$ cat config.mk
export PLATFORM = sky130hd
export DESIGN_NAME = mipsDatapath
export DESIGN_NICKNAME = d
export VERILOG_FILES = /design/src/rtl/mipsPkg.sv /design/src/rtl/idExIf.sv /design/src/rtl/regFile.sv /design/src/rtl/instrDecode.sv /design/src/rtl/exStage.sv /design/src/rtl/mipsDatapath.sv
export VERILOG_INCLUDE_DIRS = /design/src /design/src/rtl
export SDC_FILE = /design/constraint.sdc
export NUM_CORES = 2
export LEC_CHECK = 0
export BUFFER_PORTS_ARGS = -buffer_cell sky130_fd_sc_hd__buf_4
export CELL_PAD_IN_SITES_DETAIL_PLACEMENT = 1
export CELL_PAD_IN_SITES_GLOBAL_PLACEMENT = 2
export CORE_ASPECT_RATIO = 1.5
export CORE_UTILIZATION = 25
export CTS_CLUSTER_SIZE = 30
export DETAILED_ROUTE_END_ITERATION = 6
export GPL_ROUTABILITY_DRIVEN = 0
export HOLD_SLACK_MARGIN = 0.1
export PLACE_DENSITY_LB_ADDON = 0.1
export RECOVER_POWER = 100
export SYNTH_ARGS = -nofsm -noshare
export SYNTH_HDL_FRONTEND = slang
export SYNTH_SLANG_ARGS = --single-unit
$ cat constraint.sdc
create_clock -name clk -period 4.6 [get_ports clk]
set_input_delay 0.23 -clock clk [delete_from_list [all_inputs] [get_ports clk]]
set_output_delay 0.23 -clock clk [all_outputs]
set_load 0.02 [all_outputs]
$ cat src/rtl/mips_config.svh
`ifndef MIPS_CONFIG_SVH
`define MIPS_CONFIG_SVH

// datapath word width
`define WORD_W 32

// register file geometry
`define REG_ADDR_W 5
`define REG_COUNT 32

// JAL destination
`define LINK_REG 31

`endif

$ cat src/rtl/mipsPkg.sv
package mipsPkg;

	// one instruction word, two field layouts
	typedef union packed {
		struct packed {
			logic [5:0] opcode;
			logic [4:0] rs;
			logic [4:0] rt;
			logic [4:0] rd;
			logic [4:0] shamt;
			logic [5:0] funct;
		} rType;
		struct packed {
			logic [5:0] opcode;
			logic [4:0] rs;
			logic [4:0] rt;
			logic [15:0] imm16;
		} iType;
	} instrWordT;

	typedef enum logic [5:0] {
		OP_SPECIAL = 6'h00,
		OP_JAL     = 6'h03,
		OP_ADDIU   = 6'h09,
		OP_ORI     = 6'h0d,
		OP_LUI     = 6'h0f
	} opcodeE;

	// funct field of SPECIAL
	typedef enum logic [5:0] {
		FN_ADDU = 6'h21,
		FN_SUBU = 6'h23,
		FN_AND  = 6'h24,
		FN_OR   = 6'h25,
		FN_SLT  = 6'h2a
	} functE;

	typedef enum logic [2:0] {
		ALU_ADD,
		ALU_SUB,
		ALU_AND,
		ALU_OR,
		ALU_SLT
	} aluOpE;

	// IMM is the already shifted LUI value
	typedef enum logic [1:0] {
		RES_ALU,
		RES_IMM,
		RES_LINK
	} resultSelE;

	typedef enum logic {
		B_RT,
		B_IMM
	} bSelE;

endpackage

$ cat src/rtl/idExIf.sv
`include "mips_config.svh"

interface idExIf;
	import mipsPkg::*;

	logic valid;
	logic regWrite;
	logic [`REG_ADDR_W-1:0] destAddr;
	logic [`REG_ADDR_W-1:0] rsAddr;
	logic [`REG_ADDR_W-1:0] rtAddr;
	logic [`WORD_W-1:0] rsData;
	logic [`WORD_W-1:0] rtData;
	logic [`WORD_W-1:0] imm32;
	logic [`WORD_W-1:0] pc;
	aluOpE aluOp;
	bSelE bSel;
	resultSelE resultSel;

	modport decode (
		output valid, regWrite, destAddr, rsAddr, rtAddr,
		output rsData, rtData, imm32, pc,
		output aluOp, bSel, resultSel
	);

	modport execute (
		input valid, regWrite, destAddr, rsAddr, rtAddr,
		input rsData, rtData, imm32, pc,
		input aluOp, bSel, resultSel
	);

endinterface

$ cat src/rtl/regFile.sv
`include "mips_config.svh"

module regFile (
	input  logic                   clk,
	input  logic                   arstN,
	input  logic [`REG_ADDR_W-1:0] raddrA,
	input  logic [`REG_ADDR_W-1:0] raddrB,
	input  logic                   wen,
	input  logic [`REG_ADDR_W-1:0] waddr,
	input  logic [`WORD_W-1:0]     wdata,
	output logic [`WORD_W-1:0]     rdataA,
	output logic [`WORD_W-1:0]     rdataB
);

	logic [`WORD_W-1:0] regs [`REG_COUNT];

	// r0 reads zero and a same-cycle write passes straight through
	function automatic logic [`WORD_W-1:0] readPort(input logic [`REG_ADDR_W-1:0] addr);
		if (addr == '0)
			return '0;
		else if (wen && waddr == addr)
			return wdata;
		else
			return regs[addr];
	endfunction

	always_comb begin
		rdataA = readPort(raddrA);
		rdataB = readPort(raddrB);
	end

	always_ff @(posedge clk or negedge arstN) begin
		if (!arstN) begin
			for (int i = 0; i < `REG_COUNT; i++)
				regs[i] <= '0;
		end else if (wen && waddr != '0) begin
			regs[waddr] <= wdata;
		end
	end

	aWriteKnown: assert property (
		@(posedge clk) disable iff (!arstN)
		wen |-> !$isunknown({waddr, wdata})
	);

endmodule

$ cat src/rtl/instrDecode.sv
`include "mips_config.svh"

module instrDecode (
	input  logic                   clk,
	input  logic                   arstN,
	input  logic                   issueValid,
	input  mipsPkg::instrWordT     instr,
	input  logic [`WORD_W-1:0]     pc,
	output logic [`REG_ADDR_W-1:0] raddrA,
	output logic [`REG_ADDR_W-1:0] raddrB,
	input  logic [`WORD_W-1:0]     rdataA,
	input  logic [`WORD_W-1:0]     rdataB,
	idExIf.decode                  idEx
);
	import mipsPkg::*;

	logic regWriteD;
	logic [`REG_ADDR_W-1:0] destD;
	logic [`WORD_W-1:0] immD;
	aluOpE aluOpD;
	bSelE bSelD;
	resultSelE resSelD;

	assign raddrA = instr.rType.rs;
	assign raddrB = instr.rType.rt;

	always_comb begin
		regWriteD = 1'b0;
		destD = instr.iType.rt;
		immD = {{16{instr.iType.imm16[15]}}, instr.iType.imm16};
		aluOpD = ALU_ADD;
		bSelD = B_RT;
		resSelD = RES_ALU;
		case (instr.rType.opcode)
			OP_SPECIAL: begin
				destD = instr.rType.rd;
				regWriteD = 1'b1;
				case (instr.rType.funct)
					FN_ADDU: aluOpD = ALU_ADD;
					FN_SUBU: aluOpD = ALU_SUB;
					FN_AND:  aluOpD = ALU_AND;
					FN_OR:   aluOpD = ALU_OR;
					FN_SLT:  aluOpD = ALU_SLT;
					default: regWriteD = 1'b0;
				endcase
			end
			OP_ADDIU: begin
				regWriteD = 1'b1;
				bSelD = B_IMM;
			end
			OP_ORI: begin
				// logical immediates are zero extended
				regWriteD = 1'b1;
				immD = {16'h0000, instr.iType.imm16};
				aluOpD = ALU_OR;
				bSelD = B_IMM;
			end
			OP_LUI: begin
				regWriteD = 1'b1;
				immD = {instr.iType.imm16, 16'h0000};
				resSelD = RES_IMM;
			end
			OP_JAL: begin
				regWriteD = 1'b1;
				destD = `REG_ADDR_W'(`LINK_REG);
				resSelD = RES_LINK;
			end
			default: begin
				regWriteD = 1'b0;
			end
		endcase
	end

	// ID/EX control
	always_ff @(posedge clk or negedge arstN) begin
		if (!arstN) begin
			idEx.valid <= 1'b0;
			idEx.regWrite <= 1'b0;
		end else begin
			idEx.valid <= issueValid;
			idEx.regWrite <= issueValid & regWriteD;
		end
	end

	// ID/EX payload
	always_ff @(posedge clk) begin
		if (issueValid) begin
			idEx.destAddr <= destD;
			idEx.rsAddr <= raddrA;
			idEx.rtAddr <= raddrB;
			idEx.rsData <= rdataA;
			idEx.rtData <= rdataB;
			idEx.imm32 <= immD;
			idEx.pc <= pc;
			idEx.aluOp <= aluOpD;
			idEx.bSel <= bSelD;
			idEx.resultSel <= resSelD;
		end
	end

	aValidKnown: assert property (
		@(posedge clk) disable iff (!arstN)
		!$isunknown(idEx.valid)
	);

endmodule

$ cat src/rtl/exStage.sv
`include "mips_config.svh"

module exStage (
	idExIf.execute                 idEx,
	input  logic                   clk,
	input  logic                   arstN,
	output logic                   wen,
	output logic [`REG_ADDR_W-1:0] waddr,
	output logic [`WORD_W-1:0]     wdata
);
	import mipsPkg::*;

	logic [`WORD_W-1:0] opA;
	logic [`WORD_W-1:0] rtFwd;
	logic [`WORD_W-1:0] opB;
	logic [`WORD_W-1:0] aluOut;
	logic [`WORD_W-1:0] result;
	logic sltBit;

	// take the EX/WB result when it targets this source
	function automatic logic [`WORD_W-1:0] fwdSel(
		input logic [`REG_ADDR_W-1:0] srcAddr,
		input logic [`WORD_W-1:0]     srcData
	);
		if (wen && waddr != '0 && waddr == srcAddr)
			return wdata;
		else
			return srcData;
	endfunction

	always_comb begin
		opA = fwdSel(idEx.rsAddr, idEx.rsData);
		rtFwd = fwdSel(idEx.rtAddr, idEx.rtData);
	end

	always_comb begin
		case (idEx.bSel)
			B_RT:    opB = rtFwd;
			default: opB = idEx.imm32;
		endcase
	end

	// signed compare for SLT
	assign sltBit = $signed(opA) < $signed(opB);

	always_comb begin
		case (idEx.aluOp)
			ALU_ADD: aluOut = opA + opB;
			ALU_SUB: aluOut = opA - opB;
			ALU_AND: aluOut = opA & opB;
			ALU_OR:  aluOut = opA | opB;
			ALU_SLT: aluOut = {{(`WORD_W-1){1'b0}}, sltBit};
			default: aluOut = '0;
		endcase
	end

	always_comb begin
		case (idEx.resultSel)
			RES_IMM:  result = idEx.imm32;
			RES_LINK: result = idEx.pc + `WORD_W'(8);
			default:  result = aluOut;
		endcase
	end

	// EX/WB control
	always_ff @(posedge clk or negedge arstN) begin
		if (!arstN)
			wen <= 1'b0;
		else
			wen <= idEx.valid & idEx.regWrite;
	end

	// EX/WB payload
	always_ff @(posedge clk) begin
		if (idEx.valid) begin
			waddr <= idEx.destAddr;
			wdata <= result;
		end
	end

	aAluOpKnown: assert property (
		@(posedge clk) disable iff (!arstN)
		idEx.valid |-> !$isunknown(idEx.aluOp)
	);

endmodule

$ cat src/rtl/mipsDatapath.sv
`include "mips_config.svh"

module mipsDatapath (
	input  logic                   clk,
	input  logic                   arstN,
	input  logic                   issueValid,
	input  logic [`WORD_W-1:0]     instr,
	input  logic [`WORD_W-1:0]     pc,
	output logic                   wbValid,
	output logic [`REG_ADDR_W-1:0] wbAddr,
	output logic [`WORD_W-1:0]     wbData
);

	logic [`REG_ADDR_W-1:0] raddrA;
	logic [`REG_ADDR_W-1:0] raddrB;
	logic [`WORD_W-1:0] rdataA;
	logic [`WORD_W-1:0] rdataB;

	idExIf idEx ();

	instrDecode decode0 (
		.clk        (clk),
		.arstN      (arstN),
		.issueValid (issueValid),
		.instr      (instr),
		.pc         (pc),
		.raddrA     (raddrA),
		.raddrB     (raddrB),
		.rdataA     (rdataA),
		.rdataB     (rdataB),
		.idEx       (idEx.decode)
	);

	// writeback bus doubles as the top-level report
	exStage ex0 (
		.idEx  (idEx.execute),
		.clk   (clk),
		.arstN (arstN),
		.wen   (wbValid),
		.waddr (wbAddr),
		.wdata (wbData)
	);

	// r0 writes are reported above but dropped here
	regFile regs0 (
		.clk    (clk),
		.arstN  (arstN),
		.raddrA (raddrA),
		.raddrB (raddrB),
		.wen    (wbValid),
		.waddr  (wbAddr),
		.wdata  (wbData),
		.rdataA (rdataA),
		.rdataB (rdataB)
	);

endmodule

==> flow_metrics.tcl <==
set metrics [dict create \
    outcome "finished, violations left" \
    violations "design-rule violations, max-capacitance violations, max-slew violations, negative setup slack" \
    cp-start-kind "flop" \
    die_w_um 426 \
    critical_path_class "reg -> reg" \
    yosys-top-cells-area "dfrtp_1 38%, mux4_2 21%, mux2_2 17%" \
    final.setup.worst_slack_ps -97.6 \
    yosys.area.top_type "dfrtp_1" \
    worst_pin_slew_ps 4380 \
    syn_area_mm2 0.0674 \
    p_per_area_mw_per_mm2 330 \
    grt_use_total_pct 20.7 \
    hp-class "in -> reg" \
    synth_nets 4749 \
    dp_worst_setup_slack_ps -623 \
    relSlewSlack_pct -192 \
    tns_ps -310 \
    overflow 0 \
    worstPathArrival_ps 5250 \
    fmax_mhz 213 \
    fin_hold_ws_ps 166 \
    yosys_register_bits 1213 \
    yosysMostFrequentCell "dfrtp_1" \
    routed_wl_mm 280 \
    maxCapViolations 8 \
    dpl_cell_area_mm2 0.0751 \
    layoutNonFillerInstCount 8542 \
    post-route-period-util_pct 102 \
    async_reset_ff_share_pct 84.7 \
    drc_errors 4 \
    dp_cells 8177 \
    via_per_inst 5.10 \
    r2r_cells 18 \
    drtIter0Drc 2233 \
    p_clk_share_pct 45.0 \
    finish.net_count 5083 \
    seq_area_frac_synth_pct 46.4 \
    die_area_mm2 0.272 \
    finalHoldViolCount 0 \
    rsz0062_at_grt "true" \
    cts_buffer_depth 4 \
    path_clk_slew_ps 60 \
    ant_nets 0 \
    synth_warnings 0 \
    setup-violations-final 8 \
    numCtsBuffers 148 \
    crit_path_end_kind "flop" \
    start_util_pct 25.1 \
    slew_violations 329 \
    insertion_delay_ps 820 \
    ys_types 87 \
    drive_gt1_share_pct 50.7 \
    area_growth_pct 21.0 \
    grt_pass1_vias 48700 \
    synth_top_area_share_pct 38.1 \
    antenna_found_initial 6 \
    cts_root_buf "clkbuf_16" \
    core-area_mm2 0.268 \
    io-pin-count 105 \
    design_area_mm2 0.0815 \
    ir_drop_v 0.000276 \
    numPortBuffers 104 \
    cts_tree "built" \
    cts.sinks 1213 \
    sw_frac_of_total_pct 27.1 \
    nFillCells 27900 \
    vias 43600 \
    power_frac_comb_pct 12.4 \
    finalCriticalPeriod_ps 4700 \
    worstPathRequired_ps 5150 \
    p_int_mw 19.6 \
    htree_levels 4 \
    dr.pass1.iters 7 \
    p_leak_nw 35.4 \
    synth_area_per_cell_um2 14.7 \
    synth_edf_count 186 \
    synthFlopType "dfrtp_1" \
    synth_top_cells_by_count "1027 x dfrtp_1, 1022 x mux2_2, 640 x mux4_2" \
    row_count 233 \
    p_sw_mw 7.28 \
    seqPwrFrac_pct 42.7 \
    die_h_um 638 \
    crit_fanout 7 \
    syn_inst 4581 \
    whs_path_depth 5 \
    wire_per_inst_um 32.8 \
    grt_max_degree 130 \
    grt_pass1_wl_mm 399 \
    dp_hpwl_mm 178 \
    skew_ps 37.8 \
]
## what timing repair did
action | 4_1_cts | 5_1_grt
hold buffers | 98 | 0
endpoints found under the hold margin | 298 | 0
buffers inserted | 11 | 7
setup endpoints to repair | 22 | 25
gates resized for setup | 91 | 71
pin swaps | 26 | 40
## stage by stage
step	utilization (%)	total power, mW
2_1_floorplan	-	13.2
3_3_place_gp	28.0	14.9
6_report	30.4	26.9
3_5_place_dp	28.0	14.9
4_1_cts	30.3	27.4
5_1_grt	30.4	28.0
## area by class of cell
| cell class | instances | area [um2] | area share (%) |
|---|---|---|---|
| clock buffer | 216 | 4300 | 5.27 |
| tap | 3525 | 4410 | 5.41 |
| clock inverter | 34 | 460 | 0.565 |
| multi-input combinational | 2800 | 34800 | 42.7 |
| inverter | 98 | 368 | 0.451 |
| timing repair buffer | 654 | 5880 | 7.21 |
| antenna | 2 | 5.00 | 0.00614 |
| sequential | 1213 | 31300 | 38.4 |
## metal layers
| layer | vias to the layer above | part of all wire (%) | GRT usage (%) |
|---|---|---|---|
| met5 | - | 0.0036 | 0 |
| met4 | 2 | 3.4 | 6.35 |
| met3 | 328 | 2.4 | 2.00 |
| met2 | 643 | 51 | 36.5 |
| met1 | 24300 | 43 | 26.5 |
| li1 | 18300 | - | - |
## worst max-delay path, cell delays in order (launching register included)
cell and delay [ps]:
edfxtp_1 510, buf_6 180, o41ai_4 380, buf_4 190, nor4_4 50, buf_12 160
buf_12 160, mux2_4 320, ha_4 230, or4_4 560, nand3b_1 190, a211oi_2 250
buf_4 190, o21a_1 170, a221o_1 310, o41ai_4 100, o21ai_1 180, mux2i_1 210
a21oi_1 80
## power by group through the flow
stage,registers (mW),clock network (mW),logic [mW]
2_1_floorplan,11.6,0,1.60
3_3_place_gp,11.7,0,3.21
3_5_place_dp,11.7,0,3.21
4_1_cts,11.5,12.6,3.36
5_1_grt,11.5,12.9,3.58
6_report,11.5,12.1,3.33
## flip-flops by register name, indices dropped and copies added (netlist names), 2 cells and up
| register | count |
|---|---|
| decode0.idEx.aluOp | 3 |
| decode0.idEx.destAddr | 5 |
| decode0.idEx.imm32 | 32 |
| decode0.idEx.pc | 32 |
| decode0.idEx.resultSel | 2 |
| decode0.idEx.rsAddr | 5 |
| decode0.idEx.rsData | 32 |
| decode0.idEx.rtAddr | 5 |
| decode0.idEx.rtData | 32 |
| ex0.waddr | 5 |
| ex0.wdata | 32 |
| regs0.regs | 1024 |
## cells in the final DEF (no fill, tap or decap), types with 19 or more instances in the layout
cell type	n
a211oi_1	72
a21o_1	30
a21oi_1	61
a22oi_1	27
buf_12	59
buf_4	414
clkbuf_1	64
clkbuf_16	153
clkbuf_4	36
clkbuf_8	23
dfrtp_1	1027
dlygate4sd3_1	97
edfxtp_1	186
ha_1	79
inv_1	92
mux2_2	1013
mux2i_1	103
mux4_2	640
nand2_1	108
nand3_1	24
nor2_1	133
nor2_4	19
nor2b_1	31
o21ai_0	55
o21ai_1	26
xnor2_1	49
xor2_1	26
## kinds of logic (layout without fill, tap and decap cells)
family / count (synthesis) / in the layout / synth area share, %
mux: 1768 / 1768 / 40.0
flops: 1213 / 1213 / 46.4
buf+inv: 568 / 1002 / 3.28
simple gates: 439 / 439 / 3.10
compound gates: 412 / 412 / 4.21
fa+ha+maj: 101 / 101 / 1.90
xor+xnor: 80 / 80 / 1.04
other cells: 0 / 2 / 0
## worst paths after layout
| path | from | slack, ps | end |
|---|---|---|---|
| min | instr[29] | 170 | decode0.idEx.destAddr[1] |
| max | ex0.waddr[3] | -100 | ex0.wdata[31] |
| max reg2reg | ex0.waddr[3] | -100 | ex0.wdata[31] |
| max in group asynchronous | arstN | 330 | regs0.regs[71] |
| min in group asynchronous | arstN | 1740 | regs0.regs[496] |
| min reg2reg | regs0.regs[1017] | 390 | regs0.regs[1017] |
Note: power is estimated with default switching activity, not from simulation.
